File: config.mk
export PLATFORM = sky130hd
export DESIGN_NAME = cpu
export DESIGN_NICKNAME = d
export VERILOG_FILES = /design/src/hdl/lc3b_types.sv /design/src/hdl/cpu_control_types.sv /design/src/hdl/alu.sv /design/src/hdl/regfile.sv /design/src/hdl/cpu_datapath.sv /design/src/hdl/cpu_control.sv /design/src/hdl/cpu.sv
export VERILOG_INCLUDE_DIRS = /design/src /design/src/hdl
export SDC_FILE = /design/constraint.sdc
export NUM_CORES = 1
export LEC_CHECK = 0
export ABC_AREA = 1
export BUFFER_PORTS_ARGS = -buffer_cell sky130_fd_sc_hd__clkbuf_2
export CAP_MARGIN = 30
export CORE_ASPECT_RATIO = 0.5
export CORE_MARGIN = 10
export CORE_UTILIZATION = 55
export DETAILED_ROUTE_END_ITERATION = 12
export PLACE_DENSITY = 0.72
export SLEW_MARGIN = 25
export SYNTH_ARGS = -nofsm -noshare
export SYNTH_HDL_FRONTEND = slang
export SYNTH_SLANG_ARGS = --single-unit
File: constraint.sdc
create_clock -name clk -period 5.85 [get_ports clk]
set_input_delay 0.585 -clock clk [delete_from_list [all_inputs] [get_ports clk]]
set_output_delay 0.585 -clock clk [all_outputs]
set_load 0.05 [all_outputs]
File: src/hdl/lc3b_params.svh
`ifndef LC3B_PARAMS_SVH
`define LC3B_PARAMS_SVH

// width of a data word and of an address
`define LC3B_WORD_WIDTH 16

// number of general purpose registers, R0 to R7
`define LC3B_NUM_REGS 8

// the first instruction is fetched from this address
`define LC3B_RESET_PC 16'h0000

`endif

File: src/hdl/lc3b_types.sv
`include "lc3b_params.svh"

package lc3b_types;

    // one machine word, used for data, addresses and instructions alike
    typedef logic [`LC3B_WORD_WIDTH-1:0] lc3b_word;

    // opcode field IR[15:12], only the implemented subset is named
    // other encodings decode to a no-op
    typedef enum logic [3:0] {
        op_br  = 4'b0000,
        op_add = 4'b0001,
        op_and = 4'b0101,
        op_ldr = 4'b0110,
        op_str = 4'b0111,
        op_not = 4'b1001
    } lc3b_opcode;

    // operations of the ALU
    // alu_pass hands operand b straight through
    typedef enum logic [1:0] {
        alu_add,
        alu_and,
        alu_not,
        alu_pass
    } lc3b_aluop;

endpackage : lc3b_types

File: src/hdl/cpu_control_types.sv
package cpu_control_types;

    // states of the multicycle sequencer
    typedef enum logic [3:0] {
        fetch1,
        fetch2,
        fetch3,
        decode,
        s_alu,
        s_br,
        br_taken,
        calc_addr,
        ldr1,
        ldr2,
        str1,
        str2
    } control_state;

    // next PC is either the next word or the branch target
    typedef enum logic {
        pc_plus2,
        pc_branch
    } pcmux_sel_t;

    // second ALU operand
    typedef enum logic [1:0] {
        sr2_reg,
        imm5,
        offset6
    } alumux_sel_t;

    // value written back to the register file
    typedef enum logic {
        from_alu,
        from_mdr
    } regfilemux_sel_t;

    typedef enum logic {
        mar_from_alu,
        mar_from_pc
    } marmux_sel_t;

    // MDR takes read data from the bus or the store source register
    typedef enum logic {
        mdr_from_bus,
        mdr_from_sr
    } mdrmux_sel_t;

endpackage : cpu_control_types

File: src/hdl/alu.sv
`timescale 1ns/100ps

module alu
    import lc3b_types::*;
(
    input  lc3b_aluop aluop,
    input  lc3b_word  a,
    input  lc3b_word  b,
    output lc3b_word  f
);

    // purely combinational, the result settles within the state that uses it
    always_comb begin
        f = b;
        case (aluop)
            alu_add: begin
                f = a + b;
            end
            alu_and: begin
                f = a & b;
            end
            alu_not: begin
                f = ~a;
            end
            alu_pass: begin
                f = b;
            end
        endcase
    end

endmodule : alu

File: src/hdl/regfile.sv
`timescale 1ns/100ps
`include "lc3b_params.svh"

module regfile
    import lc3b_types::*;
(
    input  logic       clk,
    input  logic       reset,
    input  logic       load,
    input  logic [2:0] src_a,
    input  logic [2:0] src_b,
    input  logic [2:0] dest,
    input  lc3b_word   in_data,
    output lc3b_word   reg_a,
    output lc3b_word   reg_b
);

    lc3b_word data [`LC3B_NUM_REGS];

    always_ff @(posedge clk) begin
        if (reset) begin
            for (int i = 0; i < `LC3B_NUM_REGS; i++) begin
                data[i] <= '0;
            end
        end else if (load) begin
            data[dest] <= in_data;
        end
    end

    // asynchronous reads, a write shows up on the port in the next cycle
    assign reg_a = data[src_a];
    assign reg_b = data[src_b];

endmodule : regfile

File: src/hdl/cpu_datapath.sv
`timescale 1ns/100ps
`include "lc3b_params.svh"

module cpu_datapath
    import lc3b_types::*;
    import cpu_control_types::*;
(
    input  logic            clk,
    input  logic            reset,

    // read data from the bus
    input  lc3b_word        mem_dat_s,

    // from cpu_control
    input  logic            load_pc,
    input  logic            load_ir,
    input  logic            load_regfile,
    input  logic            load_mar,
    input  logic            load_mdr,
    input  logic            load_cc,
    input  pcmux_sel_t      pcmux_sel,
    input  alumux_sel_t     alumux_sel,
    input  regfilemux_sel_t regfilemux_sel,
    input  marmux_sel_t     marmux_sel,
    input  mdrmux_sel_t     mdrmux_sel,
    input  lc3b_aluop       aluop,

    // to the bus
    output lc3b_word        mem_adr,
    output lc3b_word        mem_dat_m,

    // to cpu_control
    output lc3b_opcode      opcode,
    output logic            inst5,
    output logic            branch_enable
);

    lc3b_word   pc;
    lc3b_word   ir;
    lc3b_word   mar;
    lc3b_word   mdr;
    logic [2:0] nzp;

    lc3b_word   pc_next;
    lc3b_word   imm5_sext;
    lc3b_word   offset6_sext;
    lc3b_word   offset9_sext;
    lc3b_word   reg_a;
    lc3b_word   reg_b;
    lc3b_word   alu_b;
    lc3b_word   alu_out;
    lc3b_word   regfile_in;
    logic [2:0] src_b;
    logic [2:0] nzp_next;

    // ************************************************************************
    // instruction fields
    // ************************************************************************

    assign opcode = lc3b_opcode'(ir[15:12]);
    assign inst5  = ir[5];

    // STR reads its source from the DR field, every other form from SR2
    assign src_b = (opcode == op_str) ? ir[11:9] : ir[2:0];

    assign imm5_sext    = {{(`LC3B_WORD_WIDTH-5){ir[4]}}, ir[4:0]};
    // word offsets are scaled to byte addresses
    assign offset6_sext = {{(`LC3B_WORD_WIDTH-7){ir[5]}}, ir[5:0], 1'b0};
    assign offset9_sext = {{(`LC3B_WORD_WIDTH-10){ir[8]}}, ir[8:0], 1'b0};

    // ************************************************************************
    // register file, ALU and write-back
    // ************************************************************************

    regfile u_regfile (
        .clk     (clk),
        .reset   (reset),
        .load    (load_regfile),
        .src_a   (ir[8:6]),
        .src_b   (src_b),
        .dest    (ir[11:9]),
        .in_data (regfile_in),
        .reg_a   (reg_a),
        .reg_b   (reg_b)
    );

    always_comb begin
        case (alumux_sel)
            imm5:    alu_b = imm5_sext;
            offset6: alu_b = offset6_sext;
            default: alu_b = reg_b;
        endcase
    end

    alu u_alu (
        .aluop (aluop),
        .a     (reg_a),
        .b     (alu_b),
        .f     (alu_out)
    );

    assign regfile_in = (regfilemux_sel == from_mdr) ? mdr : alu_out;

    // condition codes follow the value being written back
    assign nzp_next[2] = regfile_in[`LC3B_WORD_WIDTH-1];
    assign nzp_next[1] = (regfile_in == '0);
    assign nzp_next[0] = !nzp_next[2] && !nzp_next[1];

    assign branch_enable = |(ir[11:9] & nzp);

    // PC already points past the branch when the target is formed
    assign pc_next = (pcmux_sel == pc_branch) ? (pc + offset9_sext) : (pc + lc3b_word'(2));

    // ************************************************************************
    // architectural registers
    // ************************************************************************

    always_ff @(posedge clk) begin
        if (reset) begin
            pc  <= `LC3B_RESET_PC;
            nzp <= 3'b010;
        end else begin
            if (load_pc) begin
                pc <= pc_next;
            end
            if (load_cc) begin
                nzp <= nzp_next;
            end
        end
    end

    always_ff @(posedge clk) begin
        if (load_ir) begin
            ir <= mdr;
        end
        if (load_mar) begin
            mar <= (marmux_sel == mar_from_pc) ? pc : alu_out;
        end
        if (load_mdr) begin
            mdr <= (mdrmux_sel == mdr_from_sr) ? reg_b : mem_dat_s;
        end
    end

    assign mem_adr   = mar;
    assign mem_dat_m = mdr;

endmodule : cpu_datapath

File: src/hdl/cpu_control.sv
`timescale 1ns/100ps

module cpu_control
    import lc3b_types::*;
    import cpu_control_types::*;
(
    input  logic            clk,
    input  logic            reset,

    // from cpu_datapath
    input  lc3b_opcode      opcode,
    input  logic            inst5,
    input  logic            branch_enable,

    // from the bus slave
    input  logic            mem_ack,

    // to cpu_datapath
    output logic            load_pc,
    output logic            load_ir,
    output logic            load_regfile,
    output logic            load_mar,
    output logic            load_mdr,
    output logic            load_cc,
    output pcmux_sel_t      pcmux_sel,
    output alumux_sel_t     alumux_sel,
    output regfilemux_sel_t regfilemux_sel,
    output marmux_sel_t     marmux_sel,
    output mdrmux_sel_t     mdrmux_sel,
    output lc3b_aluop       aluop,

    // to the bus, mem_read_write high means write
    output logic            mem_request,
    output logic            mem_read_write
);

    control_state state;
    control_state next_state;

    // ************************************************************************
    // state outputs
    // ************************************************************************

    always_comb begin
        load_pc        = 1'b0;
        load_ir        = 1'b0;
        load_regfile   = 1'b0;
        load_mar       = 1'b0;
        load_mdr       = 1'b0;
        load_cc        = 1'b0;
        pcmux_sel      = pc_plus2;
        alumux_sel     = sr2_reg;
        regfilemux_sel = from_alu;
        marmux_sel     = mar_from_pc;
        mdrmux_sel     = mdr_from_bus;
        aluop          = alu_pass;
        mem_request    = 1'b0;
        mem_read_write = 1'b0;

        case (state)
            fetch1: begin
                // MAR takes the current PC while PC steps to the next word
                load_mar = 1'b1;
                load_pc  = 1'b1;
            end
            fetch2, ldr1: begin
                // MDR samples every cycle, the ACK cycle leaves the valid word
                mem_request = 1'b1;
                load_mdr    = 1'b1;
            end
            fetch3: begin
                load_ir = 1'b1;
            end
            s_alu: begin
                case (opcode)
                    op_and:  aluop = alu_and;
                    op_not:  aluop = alu_not;
                    default: aluop = alu_add;
                endcase
                alumux_sel   = inst5 ? imm5 : sr2_reg;
                load_regfile = 1'b1;
                load_cc      = 1'b1;
            end
            br_taken: begin
                pcmux_sel = pc_branch;
                load_pc   = 1'b1;
            end
            calc_addr: begin
                aluop      = alu_add;
                alumux_sel = offset6;
                marmux_sel = mar_from_alu;
                load_mar   = 1'b1;
            end
            ldr2: begin
                regfilemux_sel = from_mdr;
                load_regfile   = 1'b1;
                load_cc        = 1'b1;
            end
            str1: begin
                mdrmux_sel = mdr_from_sr;
                load_mdr   = 1'b1;
            end
            str2: begin
                mem_request    = 1'b1;
                mem_read_write = 1'b1;
            end
            default: begin
            end
        endcase
    end

    // ************************************************************************
    // next state
    // ************************************************************************

    always_comb begin
        next_state = state;
        case (state)
            fetch1:    next_state = fetch2;
            fetch2:    next_state = mem_ack ? fetch3 : fetch2;
            fetch3:    next_state = decode;
            decode: begin
                case (opcode)
                    op_add, op_and, op_not: next_state = s_alu;
                    op_br:                  next_state = s_br;
                    op_ldr, op_str:         next_state = calc_addr;
                    default:                next_state = fetch1;
                endcase
            end
            s_br:      next_state = branch_enable ? br_taken : fetch1;
            calc_addr: next_state = (opcode == op_str) ? str1 : ldr1;
            ldr1:      next_state = mem_ack ? ldr2 : ldr1;
            str1:      next_state = str2;
            str2:      next_state = mem_ack ? fetch1 : str2;
            default:   next_state = fetch1;
        endcase
    end

    always_ff @(posedge clk) begin
        if (reset) begin
            state <= fetch1;
        end else begin
            state <= next_state;
        end
    end

endmodule : cpu_control

File: src/hdl/cpu.sv
`timescale 1ns/100ps

module cpu
    import lc3b_types::*;
    import cpu_control_types::*;
(
    input  logic     clk,
    input  logic     reset,

    // Wishbone master
    output lc3b_word mem_adr,
    output lc3b_word mem_dat_m,
    input  lc3b_word mem_dat_s,
    output logic     mem_cyc,
    output logic     mem_stb,
    output logic     mem_we,
    input  logic     mem_ack
);

    // cycle and strobe always move together on this bus
    logic mem_request;
    assign mem_cyc = mem_request;
    assign mem_stb = mem_request;

    // datapath to control
    lc3b_opcode      opcode;
    logic            inst5;
    logic            branch_enable;

    // control to datapath
    logic            load_pc;
    logic            load_ir;
    logic            load_regfile;
    logic            load_mar;
    logic            load_mdr;
    logic            load_cc;
    pcmux_sel_t      pcmux_sel;
    alumux_sel_t     alumux_sel;
    regfilemux_sel_t regfilemux_sel;
    marmux_sel_t     marmux_sel;
    mdrmux_sel_t     mdrmux_sel;
    lc3b_aluop       aluop;

    cpu_control u_cpu_control (
        .clk            (clk),
        .reset          (reset),
        .opcode         (opcode),
        .inst5          (inst5),
        .branch_enable  (branch_enable),
        .mem_ack        (mem_ack),
        .load_pc        (load_pc),
        .load_ir        (load_ir),
        .load_regfile   (load_regfile),
        .load_mar       (load_mar),
        .load_mdr       (load_mdr),
        .load_cc        (load_cc),
        .pcmux_sel      (pcmux_sel),
        .alumux_sel     (alumux_sel),
        .regfilemux_sel (regfilemux_sel),
        .marmux_sel     (marmux_sel),
        .mdrmux_sel     (mdrmux_sel),
        .aluop          (aluop),
        .mem_request    (mem_request),
        .mem_read_write (mem_we)
    );

    cpu_datapath u_cpu_datapath (
        .clk            (clk),
        .reset          (reset),
        .mem_dat_s      (mem_dat_s),
        .load_pc        (load_pc),
        .load_ir        (load_ir),
        .load_regfile   (load_regfile),
        .load_mar       (load_mar),
        .load_mdr       (load_mdr),
        .load_cc        (load_cc),
        .pcmux_sel      (pcmux_sel),
        .alumux_sel     (alumux_sel),
        .regfilemux_sel (regfilemux_sel),
        .marmux_sel     (marmux_sel),
        .mdrmux_sel     (mdrmux_sel),
        .aluop          (aluop),
        .mem_adr        (mem_adr),
        .mem_dat_m      (mem_dat_m),
        .opcode         (opcode),
        .inst5          (inst5),
        .branch_enable  (branch_enable)
    );

endmodule : cpu

== Yosys cells after proc, flatten, opt, wreduce, memory -nomap -nowiden ==
Memories as Yosys holds them, arrays and structs flattened. A register that Yosys moved wholly into a read port is not among the register bits.
Cells that the tools add are included.

* Flip-flop bits (word level): 71
* Latch bits: 0
* RAM bits: 128
* ROM bits: 0
* Bits of input ports: 19
* Output and inout bits: 35
* Word-level logic and storage cells: 87
* Memories kept: 1

{| class="wikitable"
|+ Memory list
! name !! words !! width !! rd ports !! clocked after memory_dff !! wr ports !! line !! text
|-
| u_cpu_datapath.u_regfile.data || 8 || 16 || 2 || 1 || 8 || regfile.sv:18 || <nowiki>lc3b_word data [`LC3B_NUM_REGS];</nowiki>
|}

* Add/subtract/negate cells: 3
* Multipliers: 0
* Divide/modulo/power cells: 0
* Order comparisons: 0
* Equal/unequal tests: 21
* Shifts and indexed selects: 0
* Mux-type cells: 37
* Bitwise gates (word level): 3
* Reductions and logical operators: 16

{| class="wikitable"
|+ Operator list
! operator !! number
|-
| 16-bit 2-to-1 mux || 5
|-
| 16-bit one-hot mux with 4 select lines || 1
|-
| 4-bit one-hot mux with 9 select lines || 1
|-
| 16-bit adder || 2
|-
| 16-bit one-hot mux with 2 select lines || 1
|-
| 4-bit by 3-bit equality test with 1-bit output, second input constant || 7
|-
| 4-bit equality test, second input constant || 5
|-
| 1-bit 2-to-1 mux || 18
|-
| 16-bit by 2-bit adder with 16-bit output, second input constant || 1
|-
| 16-bit AND || 1
|-
| 16-bit zero test || 1
|-
| 16-bit NOT || 1
|-
| 16-bit OR reduction || 1
|-
| 3-bit 2-to-1 mux || 4
|-
| 2-bit one-hot mux with 2 select lines || 3
|-
| 3-bit OR reduction || 4
|-
| 3-bit one-hot mux with 3 select lines || 1
|-
| 4-bit by 1-bit equality test with 1-bit output, second input constant || 2
|-
| 4-bit by 2-bit equality test with 1-bit output, second input constant || 2
|-
| 4-bit zero test || 2
|-
| 2-bit OR reduction || 4
|-
| 2-bit equality test, second input constant || 3
|-
| 2-bit by 1-bit equality test with 1-bit output, second input constant || 2
|-
| 2-bit 2-to-1 mux || 2
|-
| other kinds (5) || 6
|}

== Longest topological paths before layout ==
Gate-level depths: netlist (run 1).

* Word-level depth: 10
* Depth in mapped cells: 34
* Gate-level depth less buffers: 31

== By module ==
A second synthesis (run 1) with hierarchy kept.

* Cell total of the unflattened synthesis: 1866
* Area, all modules: 13314.0 µm²

{| class="wikitable"
|+ Modules (own cells, without submodules)
! module !! times used !! cells an instance !! area each (µm²) !! seq. area each (µm²)
|-
| regfile || 1 || 1032 || 7532.2 || 3843.7
|-
| cpu_datapath || 1 || 485 || 3985.1 || 1801.7
|-
| alu || 1 || 269 || 1358.8 || 0.0
|-
| cpu_control || 1 || 79 || 430.4 || 80.1
|-
| cpu || 1 || 1 || 7.5 || 0.0
|}

== Worst setup path after synthesis (run 1) ==
OpenSTA, ideal clock, no wires.

* Path kind: register to register
* Start point: register u_cpu_control.state[0]
* End point: register u_cpu_datapath.nzp[0]
* Setup time: 128 ps
* Arrival: 4018 ps
* Required time: 5722 ps
* Path slack: 1704 ps
* Cell stages (with the launch flop): 31
* Path buffers: 4
* Period minus slack after synthesis: 4146 ps
* Path through: dfxtp_1 > nand2_1 > inv_2 > nand2_1 > clkbuf_1 > clkinv_1 > clkbuf_1 > ha_1 > inv_1 > o21ai_0 > clkbuf_1 > buf_1 > nand2_1 > inv_1 > ha_1 > nand2_1 > or2_2 > nand3_1 > nand3_1 > nand3_1 > nand2_1 > nand2_1 > nand3_1 > nand2_1 > nand2_1 > nor2_1 > nand2_1 > nor2_1 > nand2_1 > nand2_1 > a21oi_1

* Longest elaborated chain between the ends: 10
* Elaborated cells between the ends (all ways): 23
* Those cells by class: 1 x add/sub; 8 x eq/ne; 7 x mux; 1 x bitwise; 6 x reduce/logical

{| class="wikitable"
|+ RTL lines
! item !! line !! text
|-
| start: declaration || cpu_control.sv:37 || <nowiki>control_state state;</nowiki>
|-
| start signal: assignment || cpu_control.sv:141 || <nowiki>state <= fetch1;</nowiki>
|-
| start signal: assignment || cpu_control.sv:143 || <nowiki>state <= next_state;</nowiki>
|-
| 4-bit by 3-bit equality test with 1-bit output || cpu_control.sv:60 || <nowiki>case (state)</nowiki>
|-
| 2-bit one-hot mux with 2 select lines || cpu_control.sv:60 ||
|-
| 2-bit equality test / 2-bit by 1-bit equality test with 1-bit output (equally long branches) || cpu_datapath.sv:88 || <nowiki>case (alumux_sel)</nowiki>
|-
| 16-bit one-hot mux with 2 select lines || cpu_datapath.sv:88 ||
|-
| 16-bit adder / 16-bit AND (equally long branches) || alu.sv:17, alu.sv:20 ||
|-
| 16-bit one-hot mux with 4 select lines || alu.sv:15 || <nowiki>case (aluop)</nowiki>
|-
| 16-bit 2-to-1 mux || cpu_datapath.sv:102 || <nowiki>assign regfile_in = (regfilemux_sel == from_mdr) ? mdr : alu_out;</nowiki>
|-
| 16-bit zero test || cpu_datapath.sv:106 || <nowiki>assign nzp_next[1] = (regfile_in == '0);</nowiki>
|-
| 1-bit zero test || cpu_datapath.sv:107 || <nowiki>assign nzp_next[0] = !nzp_next[2] && !nzp_next[1];</nowiki>
|-
| 1-bit logical AND || cpu_datapath.sv:107 ||
|-
| end signal: assignment || cpu_datapath.sv:127 || <nowiki>nzp <= nzp_next;</nowiki>
|-
| end: declaration || cpu_datapath.sv:42 || <nowiki>logic [2:0] nzp;</nowiki>
|}

Parallel ways exist; a longest one is shown, timed or not.
A chain may end at the register's enable or synchronous reset.

==> results by group, run 1 <==
Outcome
  • Outcome: complete, no violations

Logic synthesis
  • Post-synthesis cell area: 12,100 sq um
  • Syn_area_per_cell: 7.79 sq um
  • Yosys warnings: 0
  • Ys async rst share: 0%
  • Post-synth top area cell: edfxtp_1
  • Synth area leaders: edfxtp_1 (44%), nand2_1 (13%), nand3_1 (9.1%)
  • Flops & latches, synth: 201
  • Top_reg_cell synth: edfxtp_1
  • Sequential share of the synthesized area: 47.6%
  • Post-synth top area share: 43.5%
  • Synth cell types: 43
  • EDFF count, synth: 176
  • Mapped Nets: 1,612
  • Syn Inst Count: 1,559

Floorplanning
  • Die Y: 125 microns
  • DIE WIDTH: 230 microns
  • Placement Rows: 38
  • Overall die area: 28,800 sq um
  • Area of the core: 21,700 sq um
  • Initial Utilization: 56.0%
  • I/O pins: 54

Placement
  • Area after DPL: 12,600 sq um
  • Pre-CTS WS: 1.08 ns
  • GP Congestion: 0.977
  • Detail Placement HPWL: 27,600 microns
  • Port bufs: 53

Critical path
  • Worst Path Buf+Inv: 3
  • Arrival time worst endpoint: 5.19 ns
  • Cell family with most CP delay: simple AND/OR/NAND/NOR gates
  • Crit path cell chain: nor2_8, nand2_8, nand2_4, nand2_2, buf_4, nand2_1, nand3_1, nand3_1, nand3_1, and2_1, ha_1, fa_1, nand3_1, nand2_1, inv_1, o21ai_0, a21oi_1, xnor2_1, nand2_1, nand3_1, nand2_1, nand2_1, inv_1, nor2_1
  • Nature of the critical path startpoint: register
  • Crit path max fanout: 26
  • Crit path max-delay cell type: edfxtp_1
  • CP endpoint kind: register
  • CP required: 6.11 ns
  • R2R Path Start: u_cpu_datapath.ir[15]
  • Path type of the worst setup path: reg -> reg
  • Slowest stage delay, CP: 0.50 ns
  • Crit path from: u_cpu_datapath.ir[15]

Clock network
  • Skew-Pair Late Insertion Delay: 0.54 ns
  • Post_cts resized: 0
  • Post-CTS setup buffer count: 0
  • H-tree depth: 1
  • CTS Sinks: 201
  • Clock buffer depth: 3
  • Cts hold-fix bufs: 0
  • CTS buffer count: 20
  • CTS tree: built
  • Clock-pin slew of the registers on the worst-case setup and hold paths: 0.07 ns
  • Clock Tree Root: clkbuf_16

Drt
  • Final wirelength: 41,200 microns
  • Post-route ant nets: 0
  • Detailed Route Iter0 Violations: 2,007
  • Via count of the routed design: 11,600
  • DRT Pass-1 Iters: 7
  • Via density: 6.14
  • Post-DR wirelength/cell: 21.8 microns
  • Remaining DRCs: 0

Pwr
  • Pwr/cell area: 289 nW/um^2
  • Clk pwr share: 36.4%
  • VDD IR-drop max: 221 uV
  • Switch share: 31.4%
  • Flop pwr share: 44.1%
  • Pleak: 5.77 nW
  • Gate power share: 19.5%
  • Psw: 1.21 mW
  • Int Power: 2.64 mW

Finish
  • Nets: 1,634
  • FILL cells: 1,966
  • Final core utilization: 61.3%
  • Ratio of cells with drive above 1 in the final layout: 7.90%
  • Diodes inserted: 0
  • Most common cell after layout, fill and taps aside: nand2_1
  • Register Area: 5790 sq um
  • Commonest non-fill, non-tap cells in the layout: nand2_1 (429), nor2_1 (258), nand3_1 (221)
  • Fin area: 13,300 sq um
  • Area of the multi-input gates: 5630 sq um
  • P&R area growth vs syn: 9.50%

STA
  • Relative slew slack: 34.8%
  • Final worst path period share: 84.3%
  • Clock skew: 0.0220 ns
  • Final Hold Violating Endpoints: 0
  • Setup TNS: 0 ns
  • Count of pins over their slew limit: 0
  • Post-route minimum period: 4.93 ns
  • Worst Max-Slew Pin Slew: 0.975 ns
  • Setup ws final: 0.917 ns
  • Fmax: 0.203 GHz
  • RSZ-0062 raised after global routing: false
  • Final Setup Violations: 0

Global routing
  • GRT Resource Usage Total: 27.9%
  • GR peak layer: met2
  • Vias in the first global route: 10,800
  • Total grt overflow: 0
  • Routing usage on met1: 38.1%
  • First-pass GRT wire length: 62,800 microns
  • Initial antenna violation count: 0
  • Met3 GRT Util: 8.87%
  • Grt met2 use: 42.4%
  • Largest net degree at the start of global routing: 65

Worst hold path
  • Hold Path Class: in -> reg
  • HP Start: reset

Flow run
  • Max-capacitance violation count: 0
registers in the layout (all words and copies together), names as in the netlist, named ones only:
name / flops
u_cpu_datapath.u_regfile.data: 128
u_cpu_datapath.ir: 16
u_cpu_datapath.mem_adr: 16
u_cpu_datapath.mem_dat_m: 16
u_cpu_datapath.pc: 15
u_cpu_control.state: 4
u_cpu_datapath.nzp: 3
cell type report:
cell class | count | share of cell area, %
clock buffers | 25 | 4.05
inverters | 106 | 2.99
repair buffers | 72 | 3.15
flip-flops and latches | 201 | 43.5
well taps | 300 | 2.82
clock inverters | 11 | 1.17
multi-input cells | 1180 | 42.3
kinds of logic (layout without fill, tap and decap cells):
| kind of cell | after synthesis | after routing | synth area share [%] |
|---|---|---|---|
| AO/OA/AOI/OAI | 187 | 187 | 8.83 |
| buffers and inverters | 178 | 214 | 6.09 |
| flip-flops | 201 | 201 | 47.6 |
| adder cells (fa/ha/maj) | 34 | 34 | 3.63 |
| AND/OR/NAND/NOR | 938 | 938 | 32.3 |
| XOR/XNOR | 21 | 21 | 1.51 |
cell usage after synthesis (6+ instances only):
cell type  count
xor2_1        15
inv_1         98
nor2_1       260
a31oi_1       20
clkbuf_1      38
a211oi_1       7
dfxtp_1       25
xnor2_1        6
o21bai_1      11
ha_1          32
o21ai_0       73
o22ai_1       11
edfxtp_1     176
a21oi_1       53
nand3_1      221
buf_2         21
nand2_1      429
worst paths after layout:
check                                         endpoint  slack, ns  cells after the start
hold / removal                   u_cpu_datapath.nzp[2]       0.37                      2
setup / recovery  u_cpu_datapath.u_regfile.data[7][10]       0.92                     24
hold reg to reg                  u_cpu_datapath.pc[15]       0.47                      2
setup reg to reg  u_cpu_datapath.u_regfile.data[7][10]       0.92                     24
per-layer routing:
metal	share of wire, %	wire, microns	vias up
met5	0	0	-
met4	2.1	857	0
met3	15	6300	85
met2	44	18000	817
met1	39	16100	5463
li1	-	-	5272
power groups by stage:
stage	sequential, mW	clock (mW)	combinational, mW
floorplan	1.80	0	0.434
global route	1.70	1.46	0.813
finish	1.69	1.40	0.751
CTS	1.69	1.40	0.729
global placement	1.72	0	0.718
detailed placement	1.72	0	0.725
worst reg2reg max path, delay by kind of cell, from the launching register on:
| kind | cells | cell delay [ns] |
|---|---|---|
| AO/OA/AOI/OAI | 2 | 0.41 |
| XOR/XNOR | 1 | 0.08 |
| adder cells (fa/ha/maj) | 2 | 0.67 |
| buffers and inverters | 3 | 0.76 |
| flip-flops | 1 | 0.50 |
| AND/OR/NAND/NOR | 16 | 2.26 |
stage by stage:
stage	hold slack, ns	power (mW)	std cells
2_1_floorplan	0.440	2.23	1559
3_3_place_gp	0.454	2.44	1857
3_5_place_dp	0.461	2.45	1857
4_1_cts	0.362	3.82	1893
5_1_grt	0.385	3.97	1895
6_report	0.374	3.85	1895
(Power assumes the default switching activity.)
==> inputs of run 2 (changes only) <==
ABC_AREA = 0   (was 1)
PLACE_DENSITY = 0.75   (was 0.72)
clock period = 4.4 ns   (was 5.85 ns; I/O delays follow)
==> run 2 against run 1 <==
Against the previous run:
- the flow now finishes with violations (setup timing)
- worst hold slack got worse by 0.14 ns
- worst setup slack lost 1.4 ns
- die area down 1.3%
- first-iteration DRC count shrank 15%
- synthesized cell count fell by 29%
- register-to-register slack worse by 1.4 ns
==> results by group, run 2 <==
Outcome
  • Outcome: finished, violations left
  • Failing checks: setup timing

Clock network
  • Clock Tree Root: clkbuf_16
  • Clock buffer depth: 3 (unchanged)
  • H-tree depth: 1 (unchanged)
  • CTS tree: built
  • CTS Sinks: 201 (unchanged)
  • Cts hold-fix bufs: 0 (unchanged)
  • CTS buffer count: 19 (-5.0%)
  • Skew-Pair Late Insertion Delay: 0.52 ns (-0.02 ns)
  • Clock-pin slew of the registers on the worst-case setup and hold paths: 0.07 ns (about the same)

Logic synthesis
  • Post-synth top cells: nor2_1 (198), edfxtp_1 (176), nand2_1 (83)
  • Ys async rst share: 0% (unchanged)
  • Synth area leaders: edfxtp_1 (44%), mux4_2 (6.4%), mux2i_1 (6.4%)
  • Syn Inst Count: 1,105 (-29%)
  • EDFF count, synth: 176 (unchanged)
  • Top_reg_cell synth: edfxtp_1
  • Post-synthesis cell area: 12,000 sq um (-1.5%)
  • Post-synth top area share: 44.2% (+0.64 points)
  • Synth cell types: 79 (+84%)
  • Syn_area_per_cell: 10.8 sq um (+39%)
  • Flops & latches, synth: 201 (unchanged)
  • Yosys warnings: 0 (unchanged)
  • Most common cell in the netlist: nor2_1
  • Sequential share of the synthesized area: 48.3% (+0.70 points)
  • Post-synth top area cell: edfxtp_1
  • Mapped Nets: 1,158 (-28%)

STA
  • Setup ws final: -0.448 ns (-1.36 ns)
  • Final worst path period share: 110% (+26 points)
  • Relative slew slack: 31.3% (-3.6 points)
  • RSZ-0062 raised after global routing: true
  • Post-route minimum period: 4.85 ns (-0.0852 ns)
  • Final Hold Violating Endpoints: 0 (unchanged)
  • Count of pins over their slew limit: 0 (unchanged)
  • Clock skew: 0.0184 ns (-0.00356 ns)
  • Worst Max-Slew Pin Slew: 1.03 ns (+0.0536 ns)
  • Fmax: 0.206 GHz (+1.8%)
  • Final Setup Violations: 74 (+74)

Global routing
  • First-pass GRT wire length: 59,500 microns (-5.2%)
  • Largest net degree at the start of global routing: 29 (-55%)
  • Total grt overflow: 0 (unchanged)
  • GRT Resource Usage Total: 26.6% (-1.3 points)
  • Initial antenna violation count: 0 (unchanged)
  • Vias in the first global route: 10,100 (-6.1%)

Floorplanning
  • Area of the core: 21,500 sq um (-0.66%)
  • DIE WIDTH: 229 microns (-0.66%)
  • Overall die area: 28,400 sq um (-1.3%)
  • Placement Rows: 38 (unchanged)
  • Initial Utilization: 55.6% (-0.45 points)
  • I/O pins: 54 (unchanged)
  • Die Y: 124 microns (-0.61%)

Finish
  • Register Area: 5790 sq um (unchanged)
  • Most common cell after layout, fill and taps aside: buf_4
  • FILL cells: 1,438 (-27%)
  • Area of the multi-input gates: 6560 sq um (+17%)
  • Final core utilization: 71.8% (+10 points)
  • Max reg flops: 128 (unchanged)
  • P&R area growth vs syn: 29.1%
  • Biggest register: u_cpu_datapath.u_regfile.data
  • Ratio of cells with drive above 1 in the final layout: 36.2% (+28 points)
  • Cell Count, Final, Fillers Out: 1,640 (-13%)
  • Diodes inserted: 0 (unchanged)
  • Commonest non-fill, non-tap cells in the layout: buf_4 (182), edfxtp_1 (176), nor2_1 (171)
  • Nets: 1,380 (-16%)

Drt
  • Final wirelength: 40,500 microns (-1.7%)
  • Remaining DRCs: 0 (unchanged)
  • Met3 wire length: 5660 microns (-10%)
  • Via density: 6.42 (+4.6%)
  • Via count of the routed design: 10,500 (-9.5%)
  • DRT Pass-1 Iters: 9 (+2)
  • Post-DR wirelength/cell: 24.7 microns (+14%)
  • Max layer used: met4
  • Wire length on met1: 15,300 microns (-4.8%)
  • Post-route ant nets: 0 (unchanged)
  • DR WL met2: 18,100 microns (+1.0%)
  • Detailed Route Iter0 Violations: 1,712 (-15%)

Placement
  • GP Congestion: 0.964 (-1.3%)
  • Placed insts: 1,572 (-15%)
  • Port bufs: 53 (unchanged)
  • Detail Placement HPWL: 27,300 microns (-1.1%)

Critical path
  • CP dominant cell by count: buf_4
  • Nature of the critical path startpoint: register
  • R2R Path Start: u_cpu_datapath.ir[15]
  • Worst setup endpoint: u_cpu_datapath.nzp[0]
  • Crit path max-delay cell type: and4b_2
  • Crit path cell chain: and4b_2, buf_6, mux2i_4, buf_4, buf_4, mux2i_2, a22oi_1, a21oi_2, nor2_1, ha_1, buf_4, nand3_2, o221a_2, o31ai_2, a31oi_2, buf_4, xnor2_2, nand2_1, a31o_1, nor2b_4, nand4_1, a32o_1
  • R2r endpoint: u_cpu_datapath.nzp[0]
  • CP endpoint kind: register
  • Arrival time worst endpoint: 5.25 ns (+0.06 ns)
  • CP required: 4.81 ns (-1.30 ns)
  • Register-to-Register Path Depth: 22 (-8.3%)
  • Crit path from: u_cpu_datapath.ir[15]
  • Crit path max fanout: 11 (-58%)
  • Path type of the worst setup path: reg -> reg
  • Slowest stage delay, CP: 0.40 ns (-0.10 ns)
  • Worst R2R Setup Slack: -0.45 ns (-1.36 ns)

Pwr
  • VDD IR-drop max: 224 uV (+1.3%)
  • Pwr/cell area: 350 nW/um^2 (+21%)
  • Pleak: 6.24 nW (+8.0%)

Flow run
  • Max-capacitance violation count: 0 (unchanged)

Worst hold path
  • Hold Path Class: in -> reg
==> run 2: cells by family after synthesis <==
kind of cell	after synthesis	share of synthesized area [%]
AO/OA/AOI/OAI	217	12.3
XOR/XNOR	21	1.54
buffers and inverters	79	3.03
AND/OR/NAND/NOR	420	16.1
multiplexers	133	15.0
flip-flops	201	48.3
adder cells (fa/ha/maj)	34	3.68
==> run 2: per-stage QoR <==
stage | setup slack (ns) | TNS (ns) | hold slack (ns) | area [sq um] | total power [mW]
2_1_floorplan | -0.124 | -1.02 | 0.449 | 12100 | 3.03
3_3_place_gp | -0.560 | -17.00 | 0.465 | 13800 | 3.47
3_5_place_dp | -0.729 | -27.00 | 0.466 | 13800 | 3.49
4_1_cts | -0.272 | -6.21 | 0.230 | 14900 | 5.26
5_1_grt | -0.557 | -26.02 | 0.233 | 15500 | 5.56
6_report | -0.448 | -15.35 | 0.236 | 15500 | 5.42
==> run 2: worst min-delay path by stage <==
stage                                     start                           end  slack (ns)  cells past startpoint
finish                             mem_dat_s[6]   u_cpu_datapath.mem_dat_m[6]        0.24                      2
global route                      mem_dat_s[13]  u_cpu_datapath.mem_dat_m[13]        0.23                      2
CTS                               mem_dat_s[13]  u_cpu_datapath.mem_dat_m[13]        0.23                      2
detailed placement  u_cpu_datapath.mem_dat_m[2]          u_cpu_datapath.ir[2]        0.47                      0
global placement           u_cpu_datapath.pc[9]          u_cpu_datapath.pc[9]        0.46                      2
floorplan                  u_cpu_datapath.pc[9]          u_cpu_datapath.pc[9]        0.45                      2
==> run 2: worst max-delay path, delay by kind of cell (launching register included) <==
kind | cells | cell delay [ns]
buf+inv | 5 | 0.90
fa+ha+maj | 1 | 0.36
simple gates | 6 | 1.02
xor+xnor | 1 | 0.12
flops | 1 | 0.39
mux | 2 | 0.49
compound gates | 7 | 1.43
==> run 2: cell type report <==
class | instances | area share [%]
Multi-Input combinational cell | 826 | 42.4
Tap cell | 300 | 2.43
Timing Repair Buffer | 261 | 13.2
Clock inverter | 3 | 0.121
Inverter | 18 | 0.437
Clock buffer | 31 | 3.95
Sequential cell | 201 | 37.4
==> run 2: per-layer routing <==
layer	track usage [%]	vias to the layer above
li1	-	4570
met1	35.8	5055
met2	41.7	789
met3	6.14	119
met4	8.73	0
met5	0	-
==> run 2: timing repair <==
item | in CTS | in global routing
resized for setup | 56 | 105
setup buffers | 27 | 15
setup endpoints to repair | 93 | 115
cloned | 2 | 1
pin swaps | 30 | 56
==> run 2: where the power goes <==
group          switching (mW)  internal [mW]
clock network           0.739          0.949
logic                   0.848          0.629
registers              0.0718           2.18
